`src/synth_defines.svh`:
```
`ifndef SYNTH_DEFINES_SVH
`define SYNTH_DEFINES_SVH

// ----------------------------------------
// Datapath widths
// ----------------------------------------
`define SAMPLE_BITS 12      // Sample, accumulator and register width
`define MANT_BITS 11        // Pitch increment, one bit below sample width
`define OCT_BITS 3          // Octave 7 means silence

// Microprogram sequencing
`define STEP_BITS 3
`define NUM_STEPS 8         // Steps per output sample

// ----------------------------------------
// Song timing
// ----------------------------------------
`define SCOUNT_BITS 16
`define SCOUNT_RESET 16'd0
// Kept small so a full track fits a short simulation
`define TRACK_LOG2_WAIT 6   // Samples per chord position, log2
`define BASS_LOG2_WAIT 4    // Samples per bass position, log2

// ALU register file
`define NUM_PHASE_REGS 3
`define REG_CHORD 0         // Chord phase
`define REG_BASS 1          // Bass phase
`define REG_OUT 2           // Mixed output sample

`endif

```
`src/synth_pkg.sv`:
```
`default_nettype none

package synth_pkg;

	// ----------------------------------------
	// Adder operand A
	// ----------------------------------------
	typedef enum logic [1:0] {
		A_ZERO,             // Constant zero
		A_ACC,              // Accumulator as is
		A_SHR1              // Accumulator >>> 1
	} a_src_e;

	// Adder operand S
	typedef enum logic [2:0] {
		S_ZERO,
		S_PHASE_CHORD,      // Chord phase register
		S_PHASE_BASS,       // Bass phase register
		S_PHASE_CHORD_HALF, // Chord phase >>> 1
		S_INC_CHORD,        // Chord mantissa, gated by oct_en
		S_INC_BASS          // Bass mantissa, gated by oct_en
	} s_src_e;

	// Voice tested on an octave enable step
	typedef enum logic {
		VOICE_CHORD,
		VOICE_BASS
	} voice_e;

	// Sequencer state
	typedef enum logic {
		ST_IDLE,
		ST_RUN
	} ctrl_state_e;

endpackage

`default_nettype wire

```
`src/synth_control.sv`:
```
`timescale 1ns/1ps
`default_nettype none
`include "synth_defines.svh"

module synth_control (
	input  logic clk,
	input  logic reset,
	input  logic run,
	output synth_pkg::a_src_e a_src,
	output synth_pkg::s_src_e s_src,
	output logic update_acc,
	output logic update_oct_en,
	output logic step_en,
	output synth_pkg::voice_e oct_voice,
	output logic [`NUM_PHASE_REGS-1:0] dest_mask,
	output logic [`SCOUNT_BITS-1:0] sample_count,
	output logic sample_valid
);

	synth_pkg::ctrl_state_e state;
	logic [`STEP_BITS-1:0] step;    // Step executed on the next edge
	logic running;
	logic last_step;

	// Raw ROM fields, before run gating
	synth_pkg::a_src_e rom_a_src;
	synth_pkg::s_src_e rom_s_src;
	synth_pkg::voice_e rom_voice;
	logic rom_acc;
	logic rom_oct_en;
	logic [`NUM_PHASE_REGS-1:0] rom_dest;

	assign running = (state == synth_pkg::ST_RUN);
	assign last_step = (step == `STEP_BITS'(`NUM_STEPS - 1));

	// ----------------------------------------
	// Microprogram ROM
	// ----------------------------------------
	always_comb begin
		rom_a_src = synth_pkg::A_ZERO;
		rom_s_src = synth_pkg::S_ZERO;
		rom_voice = synth_pkg::VOICE_CHORD;
		rom_acc = 1'b0;
		rom_oct_en = 1'b0;
		rom_dest = '0;
		case (step)
			3'd0: begin rom_s_src = synth_pkg::S_PHASE_CHORD; rom_acc = 1'b1; end
			3'd1: rom_oct_en = 1'b1;                      // Chord octave test
			3'd2: begin
				rom_a_src = synth_pkg::A_ACC;
				rom_s_src = synth_pkg::S_INC_CHORD;
				rom_acc = 1'b1;
				rom_dest[`REG_CHORD] = 1'b1;                  // Advance chord phase
			end
			3'd3: begin rom_s_src = synth_pkg::S_PHASE_BASS; rom_acc = 1'b1; end
			3'd4: begin
				rom_voice = synth_pkg::VOICE_BASS;            // Bass octave test
				rom_oct_en = 1'b1;
			end
			3'd5: begin
				rom_a_src = synth_pkg::A_ACC;
				rom_s_src = synth_pkg::S_INC_BASS;
				rom_acc = 1'b1;
				rom_dest[`REG_BASS] = 1'b1;
			end
			3'd6: begin
				// Mix, each voice at half amplitude
				rom_a_src = synth_pkg::A_SHR1;
				rom_s_src = synth_pkg::S_PHASE_CHORD_HALF;
				rom_acc = 1'b1;
				rom_dest[`REG_OUT] = 1'b1;
			end
			default: ;                                     // Step 7 idles
		endcase
	end

	// Everything quiet outside ST_RUN
	assign a_src = running ? rom_a_src : synth_pkg::A_ZERO;
	assign s_src = running ? rom_s_src : synth_pkg::S_ZERO;
	assign oct_voice = running ? rom_voice : synth_pkg::VOICE_CHORD;
	assign update_acc = running & rom_acc;
	assign update_oct_en = running & rom_oct_en;
	assign dest_mask = running ? rom_dest : '0;
	assign step_en = running;

	// ----------------------------------------
	// State, step and sample counters
	// ----------------------------------------
	always_ff @(posedge clk) begin
		if (reset) begin
			state <= synth_pkg::ST_IDLE;
			step <= '0;
			sample_count <= `SCOUNT_RESET;
			sample_valid <= 1'b0;
		end else begin
			sample_valid <= 1'b0;                          // Single cycle strobe
			case (state)
				synth_pkg::ST_IDLE: begin
					step <= '0;
					if (run) state <= synth_pkg::ST_RUN;
				end
				default: begin
					step <= step + 1'b1;                   // Wraps to 0 after step 7
					if (last_step) begin
						sample_count <= sample_count + 1'b1;
						sample_valid <= 1'b1;
						if (!run) state <= synth_pkg::ST_IDLE; // Pause only between samples
					end
				end
			endcase
		end
	end

endmodule

`default_nettype wire

```
`src/note_sequencer.sv`:
```
`timescale 1ns/1ps
`default_nettype none
`include "synth_defines.svh"

module note_sequencer (
	input  logic [`SCOUNT_BITS-1:0] sample_count,
	input  logic silence,
	input  logic alt_chord,
	output logic [`MANT_BITS-1:0] chord_mant,
	output logic [`MANT_BITS-1:0] bass_mant,
	output logic [`OCT_BITS-1:0] chord_oct,
	output logic [`OCT_BITS-1:0] bass_oct
);

	localparam int TRACK_POS_BITS = 2;
	localparam int BASS_POS_BITS = 4;
	localparam logic [`OCT_BITS-1:0] OCT_SILENT = '1;

	logic [TRACK_POS_BITS-1:0] track_pos;
	logic [BASS_POS_BITS-1:0] bass_pos;
	logic [3:0] chord_semi;                                // Semitone, C = 0
	logic [3:0] bass_semi;

	// Equal temperament mantissas, top bit always set so only 7 bits kept
	function automatic logic [`MANT_BITS-1:0] mant_lookup(input logic [3:0] semi);
		logic [7:0] m;
		case (semi)
			4'd0:  m = 8'd246;
			4'd1:  m = 8'd232;
			4'd2:  m = 8'd219;
			4'd3:  m = 8'd207;
			4'd4:  m = 8'd195;
			4'd5:  m = 8'd184;
			4'd6:  m = 8'd174;
			4'd7:  m = 8'd164;
			4'd8:  m = 8'd155;
			4'd9:  m = 8'd146;
			4'd10: m = 8'd138;
			4'd11: m = 8'd130;
			default: m = 8'd0;
		endcase
		return {m[`MANT_BITS-5:0], 4'b0000};
	endfunction

	assign track_pos = sample_count[`TRACK_LOG2_WAIT +: TRACK_POS_BITS];
	assign bass_pos = sample_count[`BASS_LOG2_WAIT +: BASS_POS_BITS];

	// ----------------------------------------
	// Chord and bass tables
	// ----------------------------------------
	always_comb begin
		case (track_pos)
			2'd0: begin chord_semi = 4'd0; chord_oct = 3'd1; end  // C
			2'd1: begin chord_semi = 4'd7; chord_oct = 3'd2; end  // G
			2'd2: begin chord_semi = 4'd5; chord_oct = 3'd2; end  // F
			default: begin
				chord_semi = alt_chord ? 4'd8 : 4'd1;              // Ab or Db
				chord_oct = 3'd2;
			end
		endcase
		// Bass is the chord root, one octave down, on every fourth slot
		bass_semi = chord_semi;
		bass_oct = (bass_pos[1:0] == 2'b00) ? chord_oct + 3'd1 : OCT_SILENT;
		if (silence) begin
			chord_oct = OCT_SILENT;
			bass_oct = OCT_SILENT;
		end
	end

	assign chord_mant = mant_lookup(chord_semi);
	assign bass_mant = mant_lookup(bass_semi);

endmodule

`default_nettype wire

```
`src/alu_datapath.sv`:
```
`timescale 1ns/1ps
`default_nettype none
`include "synth_defines.svh"

module alu_datapath (
	input  logic clk,
	input  logic reset,
	input  logic step_en,
	input  logic update_acc,
	input  logic update_oct_en,
	input  synth_pkg::a_src_e a_src,
	input  synth_pkg::s_src_e s_src,
	input  synth_pkg::voice_e oct_voice,
	input  logic [`NUM_PHASE_REGS-1:0] dest_mask,
	input  logic [`SCOUNT_BITS-1:0] sample_count,
	input  logic [`MANT_BITS-1:0] chord_mant,
	input  logic [`MANT_BITS-1:0] bass_mant,
	input  logic [`OCT_BITS-1:0] chord_oct,
	input  logic [`OCT_BITS-1:0] bass_oct,
	output logic signed [`SAMPLE_BITS-1:0] out
);

	localparam int NUM_OCTS = 2 ** `OCT_BITS;

	logic [`SAMPLE_BITS-1:0] acc;
	logic [`SAMPLE_BITS-1:0] regs [`NUM_PHASE_REGS];   // Chord phase, bass phase, output
	logic oct_en;                                      // Voice steps on this sample

	logic [`SAMPLE_BITS-1:0] a_val;
	logic [`SAMPLE_BITS-1:0] s_val;
	logic [`SAMPLE_BITS-1:0] sum;
	logic [`OCT_BITS-1:0] cur_oct;
	logic [NUM_OCTS-1:0] oct_enables;

	// ----------------------------------------
	// Operand selection
	// ----------------------------------------
	always_comb begin
		case (a_src)
			synth_pkg::A_ACC:  a_val = acc;
			synth_pkg::A_SHR1: a_val = {acc[`SAMPLE_BITS-1], acc[`SAMPLE_BITS-1:1]};
			default:           a_val = '0;
		endcase
	end

	always_comb begin
		case (s_src)
			synth_pkg::S_PHASE_CHORD: s_val = regs[`REG_CHORD];
			synth_pkg::S_PHASE_BASS:  s_val = regs[`REG_BASS];
			synth_pkg::S_PHASE_CHORD_HALF: begin
				// Sign kept so the mix stays centred
				s_val = {regs[`REG_CHORD][`SAMPLE_BITS-1], regs[`REG_CHORD][`SAMPLE_BITS-1:1]};
			end
			synth_pkg::S_INC_CHORD: s_val = oct_en ? {1'b0, chord_mant} : '0;
			synth_pkg::S_INC_BASS:  s_val = oct_en ? {1'b0, bass_mant} : '0;
			default:                s_val = '0;
		endcase
	end

	assign sum = a_val + s_val;                       // Wraps, phase is modular

	// ----------------------------------------
	// Octave enable
	// ----------------------------------------
	// Octave o steps once every 2**o samples, octave 7 never
	always_comb begin
		cur_oct = (oct_voice == synth_pkg::VOICE_BASS) ? bass_oct : chord_oct;
		oct_enables = '0;
		oct_enables[0] = 1'b1;
		for (int o = 1; o < NUM_OCTS - 1; o++) begin
			oct_enables[o] = oct_enables[o-1] & ~sample_count[o-1];
		end
	end

	// ----------------------------------------
	// State update
	// ----------------------------------------
	always_ff @(posedge clk) begin
		if (reset) begin
			acc <= '0;
			oct_en <= 1'b0;
		end else if (step_en) begin
			if (update_acc) acc <= sum;
			if (update_oct_en) oct_en <= oct_enables[cur_oct];
		end
	end

	// Masked register writes take the same sum as acc
	always_ff @(posedge clk) begin
		if (reset) begin
			for (int i = 0; i < `NUM_PHASE_REGS; i++) begin
				regs[i] <= '0;
			end
		end else if (step_en) begin
			for (int i = 0; i < `NUM_PHASE_REGS; i++) begin
				if (dest_mask[i]) regs[i] <= sum;
			end
		end
	end

	assign out = regs[`REG_OUT];                      // Holds between step 6 writes

endmodule

`default_nettype wire

```
`src/synth_top.sv`:
```
`timescale 1ns/1ps
`default_nettype none
`include "synth_defines.svh"

module synth_top (
	input  logic clk,
	input  logic reset,
	input  logic run,
	input  logic silence,
	input  logic alt_chord,
	output logic signed [`SAMPLE_BITS-1:0] out,
	output logic sample_valid
);

	// Control to datapath
	synth_pkg::a_src_e a_src;
	synth_pkg::s_src_e s_src;
	synth_pkg::voice_e oct_voice;
	logic update_acc;
	logic update_oct_en;
	logic step_en;
	logic [`NUM_PHASE_REGS-1:0] dest_mask;
	logic [`SCOUNT_BITS-1:0] sample_count;

	// Notes, combinational from sample_count
	logic [`MANT_BITS-1:0] chord_mant;
	logic [`MANT_BITS-1:0] bass_mant;
	logic [`OCT_BITS-1:0] chord_oct;
	logic [`OCT_BITS-1:0] bass_oct;

	synth_control u_control (
		.clk(clk), .reset(reset), .run(run),
		.a_src(a_src), .s_src(s_src),
		.update_acc(update_acc), .update_oct_en(update_oct_en), .step_en(step_en),
		.oct_voice(oct_voice), .dest_mask(dest_mask),
		.sample_count(sample_count), .sample_valid(sample_valid)
	);

	note_sequencer u_notes (
		.sample_count(sample_count), .silence(silence), .alt_chord(alt_chord),
		.chord_mant(chord_mant), .bass_mant(bass_mant),
		.chord_oct(chord_oct), .bass_oct(bass_oct)
	);

	alu_datapath u_alu (
		.clk(clk), .reset(reset), .step_en(step_en),
		.update_acc(update_acc), .update_oct_en(update_oct_en),
		.a_src(a_src), .s_src(s_src), .oct_voice(oct_voice),
		.dest_mask(dest_mask), .sample_count(sample_count),
		.chord_mant(chord_mant), .bass_mant(bass_mant),
		.chord_oct(chord_oct), .bass_oct(bass_oct),
		.out(out)
	);

endmodule

`default_nettype wire

```
`config.mk`:
```
export PLATFORM = sky130hd
export DESIGN_NAME = synth_top
export DESIGN_NICKNAME = d
export VERILOG_FILES = /design/src/synth_pkg.sv /design/src/synth_control.sv /design/src/note_sequencer.sv /design/src/alu_datapath.sv /design/src/synth_top.sv
export VERILOG_INCLUDE_DIRS = /design/src /design/src/src
export SDC_FILE = /design/constraint.sdc
export NUM_CORES = 1
export LEC_CHECK = 0
export BUFFER_PORTS_ARGS = -buffer_cell sky130_fd_sc_hd__buf_4
export CORE_MARGIN = 3
export CORE_UTILIZATION = 40
export CTS_CLUSTER_DIAMETER = 50
export CTS_CLUSTER_SIZE = 14
export DETAILED_ROUTE_END_ITERATION = 12
export GPL_ROUTABILITY_DRIVEN = 0
export HOLD_SLACK_MARGIN = 0.03
export PLACE_DENSITY_LB_ADDON = 0.2
export SETUP_SLACK_MARGIN = 0.5
export SKIP_LAST_GASP = 1
export SLEW_MARGIN = 15
export SYNTH_ARGS = -nofsm -noshare
export SYNTH_HDL_FRONTEND = slang
export SYNTH_SLANG_ARGS = --single-unit
```
`constraint.sdc`:
```
create_clock -name clk -period 5.25 [get_ports clk]
set_clock_uncertainty 0.15 [all_clocks]
set_input_delay 0.2625 -clock clk [delete_from_list [all_inputs] [get_ports clk]]
set_output_delay 0.2625 -clock clk [all_outputs]
set_load 0.01 [all_outputs]
```
==> results of run 1 <==
power breakdown:
part,total [W],internal [W],switching [W]
clock network,0.000500,0.000309,0.000191
registers,0.000534,0.000526,0.00000858
logic,0.0000599,0.0000216,0.0000383
total,0.00109,0.000856,0.000238
placed cells by master, fill, tap and decap left out, types with 16 or more instances in the layout:
cell	instances
ha_1	27
inv_1	22
a22oi_1	16
nand2_1	26
edfxtp_1	36
dfxtp_1	26
o21ai_0	19
nor2_1	47
buf_4	22
a21oi_1	17
final timing paths:
check,from,endpoint,slack [ps]
worst min register to register,u_control.step[0]$_SDFF_PP0_,u_control.step[0]$_SDFF_PP0_,320
worst max register to register,u_control.step[0]$_SDFF_PP0_,u_alu.regs[0][22]$_DFFE_PP_,940
worst max-delay path,u_control.step[0]$_SDFF_PP0_,u_alu.regs[0][22]$_DFFE_PP_,940
worst min-delay path,silence,u_alu.oct_en$_SDFFE_PP0P_,90
final cells by class:
cell class | instances | area (um2)
clock inverters | 3 | 65.1
multi-input cells | 260 | 1790
fillers | 859 | 4790
inverters | 22 | 82.6
flip-flops and latches | 62 | 1600
repair buffers | 23 | 175
clock buffers | 13 | 170
well taps | 108 | 135
state kept, by name, summed over array words and instances, names as in the netlist:
name and flops:
u_alu.regs 36, u_alu.oct_en 1, u_control.step 3, u_alu.acc 12, u_control.sample_count 8, u_control.sample_valid 1
u_control.step_en 1
routing by layer:
layer | vias to the layer above | routed length [um] | GRT usage [%] | share of wire, %
li1 | 1338 | - | - | -
met1 | 1206 | 3830 | 22.4 | 50
met2 | 49 | 3370 | 23.8 | 44
met3 | 16 | 316 | 3.86 | 4.1
met4 | 0 | 165 | 6.75 | 2.1
met5 | - | 0 | 0 | 0
through the flow:
| stage | setup WS (ps) | utilization (%) | total power, W |
|---|---|---|---|
| 2_1_floorplan | 1380 | - | 0.000585 |
| 3_3_place_gp | 828 | 42.8 | 0.000604 |
| 3_5_place_dp | 718 | 42.8 | 0.000605 |
| 4_1_cts | 689 | 45.5 | 0.00110 |
| 5_1_grt | 571 | 45.6 | 0.00113 |
| 6_report | 941 | 45.6 | 0.00109 |
worst reg2reg max path, delay by kind of cell, from the launching register on:
family | cells | cell delay (ps)
simple gates | 5 | 830
compound gates | 5 | 1180
fa+ha+maj | 4 | 1330
flops | 1 | 380
buf+inv | 3 | 230
repair_timing:
item                                    CTS  global route
hold buffers                              1             0
endpoints found under the setup margin    0             3
setup buffers                             0             0
endpoints found under the hold margin     1             0
resized for setup                         0             1
cells by family after synthesis:
family	Yosys count	share of synthesized area, %
and+or+nand+nor	117	15.3
AOI/OAI and AO/OA	85	15.8
DFF	62	43.9
buffers and inverters	53	7.34
adders and majority gates	28	9.80
muxes	16	4.56
xor gates and xnor gates	14	3.36
==> summary.txt, run 1 <==
outcome - finished, final reports clean
HP Class - in2reg
kind of critical path - reg2reg
Pre-Repair DR Iteration Count - 4
worst hold path depth - 4
Starting Density - 41.4%
Die Footprint - 10300 um2
synthesized area - 3650 um2
final hold violations - 0
gr usage total - 16.0%
number of flops mapped to enable cells by yosys - 36
Post-Syn Area per Cell - 9.73 um2
clk slew on worst S/H paths - 70 ps
Critical Path Sink Type - flip-flop
chip height - 102 um
final wirelength - 7680 um
Core ar. - 8810 um2
Setup Viol. Count Final - 0
placed insts - 474
Mapped Nets - 408
CP max-delay cell - a211oi_1
area grow syn2layout - 10.0%
Synth Flop Type - edfxtp_1
routed vias/inst - 5.31
Slew headroom - 55.2%
critical path's top delay family - adder cells
DRC - 0
Synth area leaders - edfxtp_1 30%, dfxtp_1 14%, ha_1 9.3%
global route overflow - 0
Vias - 2609
ANT cells - 0
1st-iter DRT viols - 168
Max-Cap Viols - 0
critical path peak fanout - 12
Design Area, Final - 4020 um2
global-route wire length before repair - 12800 um
NumNets Final - 411
min Tclk post-route - 4310 ps
clock buffer depth - 2
vias in the first global route - 2559
CP bufs+invs - 3
post-synth top area share - 29.6%
Finished Layout Cells - 491
Area after DPL - 3760 um2
overall die width - 102 um
Mapped Cells - 375
Num CTS Buffers - 9
Num Clock Sinks - 62
post-DP HPWL - 5360 um
crit path cell chain - inv_1 -> ha_1 -> and2b_1 -> o21a_1 -> inv_1 -> ha_1 -> a22oi_1 -> nor2_1 -> ha_1 -> inv_1 -> fa_1 -> nor2b_1 -> o21a_1 -> o21ai_0 -> a211oi_1 -> nor3_1 -> nor3_1
input/output buffers - 17
pwr dens - 272 nW/um2
CTS H-tree lvls - 3
clk root buf - clkbuf_8
Async SR Flop Fraction - 0%
final hold slack - 85.7 ps
Pleak - 1.65 nW
Final ANT Viol Nets - 0
largest net degree at the start of global routing - 26
RSZ-0062 raised after global routing - false
Worst setup SP type - flip-flop
CTS tree - yes
top-count cell post-synth - nor2_1
DR WL/cell - 15.6 um
Synth Register Bits - 62
later-pin clock latency in the skew report - 340 ps
synth unique cells - 54
FF-to-FF path depth - 17
initial antenna violation count - 0
CP Data Arrival Time - 4290 ps
Largest stage delay, worst path - 490 ps
worst slew pin tran - 670 ps
setup TNS - 0 ps
Synth area leader - edfxtp_1
Final Cycle Share - 82.1%
final slew viol count - 0
Critical Path RT - 5230 ps
Critical Path Stages - 17
Ys Warns - 0
Max VDD drop - 0.000116 V
Fmax - 0.232 GHz
sequential cell area fraction in the yosys report - 43.9%
synth cell count leaders - 47 x nor2_1, 36 x edfxtp_1, 27 x ha_1
share of cells above drive strength 1 - 11.5%
I/O pins - 18
# rows - 34
Power figures use the tool's default switching activity.
==> run 2, diff against run 1 <==
- clock period: 5.25 -> 3.57 ns (I/O delays scaled with it)
==> run 2 against run 1 <==
  * Combinational power up 110%
  * Critical path type unchanged
  * Sequential share of layout area down 7.4 points
  * Fmax up 21%
  * Global-route usage up 2.0 points
  * Cell area up 24%
  * First-iteration DRC count down 14%
  * Count of clock-buffer cells in the layout down 4
  * Wire length up 21%
  * Core utilization up 11 points
  * Hold slack worse by 49 ps
  * Critical endpoint is now u_alu.regs[0][33]$_DFFE_PP_
  * Sequential power up 47%
==> summary.txt, run 2 (synthesized netlist as in run 1, its figures left out) <==
outcome - finished, final reports clean (unchanged)
HP Class - in2reg (unchanged)
routed vias/inst - 5.36 (was 5.31)
clk root buf - clkbuf_8 (unchanged)
largest register by flop count - u_alu.regs (unchanged)
initial antenna violation count - 0 (unchanged)
Core ar. - 8810 um2 (unchanged)
commonest cells after routing, fill and taps aside - 76 x buf_4, 36 x nor2_1, 36 x edfxtp_1, 24 x nand2_1, 22 x dfxtp_1 (was 47 x nor2_1, 36 x edfxtp_1, 27 x ha_1, 26 x nand2_1, 26 x dfxtp_1)
input/output buffers - 17 (unchanged)
pwr dens - 336 nW/um2 (was 272 nW/um2)
vias in the first global route - 2927 (was 2559)
Critical Path Sink Type - flip-flop (unchanged)
Max VDD drop - 0.000171 V (was 0.000116 V)
final wirelength - 9280 um (was 7680 um)
clock buffer depth - 2 (unchanged)
CTS H-tree lvls - 3 (unchanged)
worst slew pin tran - 885 ps (was 670 ps)
post-DP HPWL - 6020 um (was 5360 um)
# rows - 34 (unchanged)
largest net degree at the start of global routing - 26 (unchanged)
Slew headroom - 40.7% (was 55.2%)
Num CTS Buffers - 9 (unchanged)
RSZ-0062 raised after global routing - true (was false)
setup ws final - 22.1 ps (was 941 ps)
Vias - 2973 (was 2609)
later-pin clock latency in the skew report - 350 ps (was 340 ps)
Fmax - 0.282 GHz (was 0.232 GHz)
overall die width - 102 um (unchanged)
Area after DPL - 4130 um2 (was 3760 um2)
final slew viol count - 0 (unchanged)
DRC - 0 (unchanged)
biggest regs - u_alu.regs (36), u_alu.acc (12), u_control.sample_count (8) (unchanged)
CTS tree - yes (unchanged)
FF-to-FF path depth - 15 (was 17)
Starting Density - 41.4% (unchanged)
Final Cycle Share - 99.4% (was 82.1%)
area grow syn2layout - 36.0% (was 10.0%)
global route overflow - 0 (unchanged)
chip height - 102 um (unchanged)
critical path peak fanout - 5 (was 12)
Critical Path RT - 3510 ps (was 5230 ps)
commonest non-fill, non-tap cell in the layout - buf_4 (was nor2_1)
setup TNS - 0 ps (unchanged)
Pleak - 2.04 nW (was 1.65 nW)
Worst setup SP type - flip-flop (unchanged)
Max-Cap Viols - 0 (unchanged)
Die Footprint - 10300 um2 (unchanged)
1st-iter DRT viols - 144 (was 168)
worst hold path depth - 2 (was 4)
share of cells above drive strength 1 - 39.1% (was 11.5%)
CP Data Arrival Time - 3490 ps (was 4290 ps)
Final ANT Viol Nets - 0 (unchanged)
total power - 0.00167 W (was 0.00109 W)
ANT cells - 0 (unchanged)
kind of critical path - reg2reg (unchanged)
gr usage total - 18.1% (was 16.0%)
max FFs per register - 36 (unchanged)
global-route wire length before repair - 14400 um (was 12800 um)
final hold violations - 0 (unchanged)
pre-CTS WS - -223 ps (was 718 ps)
I/O pins - 18 (unchanged)
Design Area, Final - 4960 um2 (was 4020 um2)
DR WL/cell - 16.7 um (was 15.6 um)
clk slew on worst S/H paths - 70 ps (about the same)
min Tclk post-route - 3550 ps (was 4310 ps)
NumNets Final - 475 (was 411)
Pre-Repair DR Iteration Count - 4 (unchanged)
Setup Viol. Count Final - 0 (unchanged)
Num Clock Sinks - 62 (unchanged)
-- run 2: changes by cell type in the layout (fill, tap and decap cells not counted), sizes merged --
cell	previous run	this run
buf	22	85
dlygate4sd3	1	2
clkbuf	13	9
bufinv	2	3
clkinv	1	4
-- run 2: final timing paths --
check / slack (ps) / end / startpoint
setup / recovery: 20 / u_alu.regs[0][33]$_DFFE_PP_ / u_control.step[0]$_SDFF_PP0_
hold / removal: 40 / u_control.sample_valid$_SDFF_PP0_ / reset
setup reg to reg: 20 / u_alu.regs[0][33]$_DFFE_PP_ / u_control.step[0]$_SDFF_PP0_
hold reg to reg: 310 / u_control.step[0]$_SDFF_PP0_ / u_control.step[0]$_SDFF_PP0_
-- run 2: metal layers --
| metal | part of all wire [%] | up-vias | global-route usage (%) |
|---|---|---|---|
| met5 | 0 | - | 0 |
| met4 | 1.8 | 0 | 8.08 |
| met3 | 5.0 | 10 | 2.96 |
| met2 | 49 | 64 | 29.7 |
| met1 | 45 | 1430 | 23.4 |
| li1 | - | 1469 | - |
-- run 2: final cells by class --
cell class                      instances  area [um2]
Timing Repair Buffer                   87         701
Multi-Input combinational cell        260        2190
Tap cell                              108         135
Fill cell                             741        3840
Inverter                               22        85.1
Clock inverter                          7         113
Sequential cell                        62        1610
Clock buffer                            9         124
-- run 2: critical path: stages (launching register included) --
cell and delay [ps]:
dfxtp_4 380, inv_4 50, ha_4 150, mux2_4 280
o31ai_4 180, or2_4 200, buf_6 140, buf_12 100
mux2i_1 200, o21ai_1 80, ha_1 340, a21o_4 250
o211a_4 270, a211oi_2 160, xor2_1 260, nor2_2 90
-- run 2: metrics by stage --
| step | cells | hold WS (ps) | utilization [%] |
|---|---|---|---|
| final | 555 | 36.8 | 56.4 |
| after global routing | 555 | 38.1 | 56.4 |
| after CTS | 549 | 33.7 | 54.0 |
| after detailed placement | 517 | 282 | 46.9 |
| after global placement | 517 | 240 | 46.9 |
| after floorplan | 375 | 146 | - |
-- run 2: power breakdown --
group | internal (W) | switching [W]
combinational | 0.0000526 | 0.0000729
clock | 0.000460 | 0.000299
sequential | 0.000772 | 0.0000119
-- run 2: what timing repair did --
action | 4_1_cts | 5_1_grt
endpoints found under the hold margin | 2 | 0
setup endpoints to repair | 40 | 40
hold buffers | 2 | 0
buffers inserted | 14 | 6
resized for setup | 58 | 36
pin swaps | 32 | 23
==> run 3, diff against run 2 <==
- CORE_ASPECT_RATIO: not set -> 0.6
==> run 3 against run 2 <==
  * The flow now finishes with violations (setup timing)
  * Combinational power shrank 6%
  * Highest routed layer unchanged
  * Largest cell class unchanged
  * Global-route usage is 0.97 points higher
  * Fmax down 1.2%
==> summary.txt, run 3 (synthesized netlist as in run 1, its figures left out) <==
global route overflow - 0 (unchanged)
vias in the first global route - 2886 (was 2927)
Starting Density - 42.0% (was 41.4%)
Pre-Repair DR Iteration Count - 5 (was 4)
CP endpoint - u_alu.regs[0][34]$_DFFE_PP_ (was u_alu.regs[0][33]$_DFFE_PP_)
largest register by flop count - u_alu.regs (unchanged)
pre-CTS WS - -254 ps (was -223 ps)
worst slew pin tran - 732 ps (was 885 ps)
clk root buf - clkbuf_16 (was clkbuf_8)
Finished Layout Cells - 555 (unchanged)
CTS H-tree lvls - 3 (unchanged)
RSZ-0062 raised after global routing - true (unchanged)
Slew headroom - 51.0% (was 40.7%)
largest net degree at the start of global routing - 26 (unchanged)
outcome - finished with violations (was finished, final reports clean)
clock share of power - 48.7% (was 45.5%)
# rows - 26 (was 34)
final wirelength - 9210 um (was 9280 um)
Setup Viol. Count Final - 3 (was 0)
commonest non-fill, non-tap cell in the layout - buf_4 (unchanged)
biggest regs - u_alu.regs (36), u_alu.acc (12), u_control.sample_count (8) (unchanged)
final slew viol count - 0 (unchanged)
area grow syn2layout - 32.7% (was 36.0%)
setup ws final - -20.3 ps (was 22.1 ps)
NumNets Final - 471 (was 475)
crit path cell chain - inv_4 -> ha_4 -> and2b_1 -> o21a_1 -> ha_1 -> buf_6 -> nor2_1 -> ha_2 -> inv_2 -> fa_2 -> nor2b_1 -> o21a_1 -> o21ai_4 -> a211oi_4 -> o21a_1 -> nor3_2 (was inv_4 -> ha_4 -> mux2_4 -> o31ai_4 -> or2_4 -> buf_6 -> buf_12 -> mux2i_1 -> o21ai_1 -> ha_1 -> a21o_4 -> o211a_4 -> a211oi_2 -> xor2_1 -> nor2_2)
reg-to-reg slack, setup - -20 ps (was 20 ps)
Int Power - 0.00138 W (was 0.00128 W)
routed vias/inst - 5.29 (was 5.36)
Fmax - 0.279 GHz (was 0.282 GHz)
Vias - 2934 (was 2973)
pwr dens - 364 nW/um2 (was 336 nW/um2)
Final ANT Viol Nets - 0 (unchanged)
Worst setup SP type - flip-flop (unchanged)
Logic pwr share - 6.7% (was 7.5%)
later-pin clock latency in the skew report - 330 ps (was 350 ps)
most used cell, CP - o21a_1
Design Area, Final - 4840 um2 (was 4960 um2)
Core ar. - 8690 um2 (was 8810 um2)
input/output buffers - 17 (unchanged)
Largest stage delay, worst path - 380 ps (about the same)
commonest cells after routing, fill and taps aside - 76 x buf_4, 40 x nor2_1, 36 x edfxtp_1, 25 x nand2_1, 22 x dfxtp_1 (was 76 x buf_4, 36 x nor2_1, 36 x edfxtp_1, 24 x nand2_1, 22 x dfxtp_1)
Sw Ratio - 21.8% (was 23.0%)
ANT cells - 0 (unchanged)
min Tclk post-route - 3590 ps (was 3550 ps)
clk slew on worst S/H paths - 50 ps (was 70 ps)
P_sw - 0.000385 W (was 0.000384 W)
1st-iter DRT viols - 159 (was 144)
CP Data Arrival Time - 3510 ps (was 3490 ps)
kind of critical path - reg2reg (unchanged)
Max VDD drop - 0.000279 V (was 0.000171 V)
CP max-delay cell - dfxtp_4 (unchanged)
Num CTS Buffers - 9 (unchanged)
Critical Path Sink Type - flip-flop (unchanged)
Seq pwr share - 44.6% (was 47.0%)
final hold violations - 0 (unchanged)
critical path peak fanout - 11 (was 5)
Final Cycle Share - 101% (was 99.4%)
gr usage total - 19.0% (was 18.1%)
R2R Path End - u_alu.regs[0][34]$_DFFE_PP_ (was u_alu.regs[0][33]$_DFFE_PP_)
I/O pins - 18 (unchanged)
share of cells above drive strength 1 - 33.9% (was 39.1%)
failing checks - setup timing
Die Footprint - 10300 um2 (about the same)
initial antenna violation count - 0 (unchanged)
Critical Path RT - 3490 ps (was 3510 ps)
placed insts - 525 (was 517)
max FFs per register - 36 (unchanged)
overall die width - 129 um (was 102 um)
Pleak - 2.04 nW (about the same)
Setup crit start - u_control.step[0]$_SDFF_PP0_ (unchanged)
CTS tree - yes (unchanged)
global-route wire length before repair - 14900 um (was 14400 um)
Num Clock Sinks - 62 (unchanged)
FF-to-FF path depth - 16 (was 15)
Max-Cap Viols - 0 (unchanged)
post-DP HPWL - 6390 um (was 6020 um)
DR WL/cell - 16.6 um (was 16.7 um)
DRC - 0 (unchanged)
reg2reg start - u_control.step[0]$_SDFF_PP0_ (unchanged)
HP Class - in2reg (unchanged)
clock buffer depth - 2 (unchanged)
chip height - 80.0 um (was 102 um)
Area after DPL - 4160 um2 (was 4130 um2)
## run 3: area by class of cell
type                    count  area (um2)
clock buffers              12         246
fillers                   778        3840
repair buffers             83         651
well taps                 112         140
inverters                  22        85.1
clock inverters             4        46.3
flip-flops and latches     62        1610
multi-input cells         260        2060
## run 3: critical path, delay by kind of cell, from the launching register on
kind | cells | cell delay, ps
AO/OA/AOI/OAI | 5 | 1000
flip-flops | 1 | 380
buffers and inverters | 3 | 250
adder cells (fa/ha/maj) | 4 | 1050
AND/OR/NAND/NOR | 4 | 480
## run 3: stage by stage
stage               power [W]  hold WS, ps  utilization (%)  TNS (ps)
floorplan            0.000863          146                -         0
global placement     0.000903          240             47.9      -766
detailed placement   0.000905          243             47.9     -1280
CTS                   0.00178         51.4             53.3         0
global route          0.00183         58.1             55.7     -2140
finish                0.00176         54.8             55.7     -57.5
## run 3: repair_timing
action                     4_1_cts  5_1_grt
hold buffers                     2        0
hold endpoints to repair         2        0
setup endpoints to repair       40       40
resized for setup               32       30
pin swaps                       13       23
gates cloned                     0        0
setup buffers                    6        6
## run 3: power by group through the flow
| stage | Sequential, W | Clock [W] | Combinational, W |
|---|---|---|---|
| after floorplan | 0.000796 | 0 | 0.0000669 |
| after global placement | 0.000800 | 0 | 0.000102 |
| after detailed placement | 0.000801 | 0 | 0.000104 |
| after CTS | 0.000786 | 0.000877 | 0.000112 |
| after global routing | 0.000788 | 0.000912 | 0.000129 |
| final | 0.000786 | 0.000859 | 0.000119 |
## run 3: worst min path at each step
stage | start | end | slack, ps | depth (start not counted)
global route | reset | u_control.sample_count[2]$_SDFFE_PP0P_ | 60 | 2
finish | reset | u_control.sample_count[2]$_SDFFE_PP0P_ | 50 | 2
CTS | reset | u_control.sample_count[3]$_SDFFE_PP0P_ | 50 | 2
global placement | run | u_control.step_en$_SDFF_PP0_ | 240 | 3
floorplan | run | u_control.step_en$_SDFF_PP0_ | 150 | 2
detailed placement | run | u_control.step_en$_SDFF_PP0_ | 240 | 3
## run 3: metal layers
metal,vias up,share of wire [%],GRT usage (%)
met1,1399,50,26.7
met2,67,43,28.8
met3,11,5.2,4.61
li1,1457,-,-
met4,0,1.5,6.08
met5,-,0,0
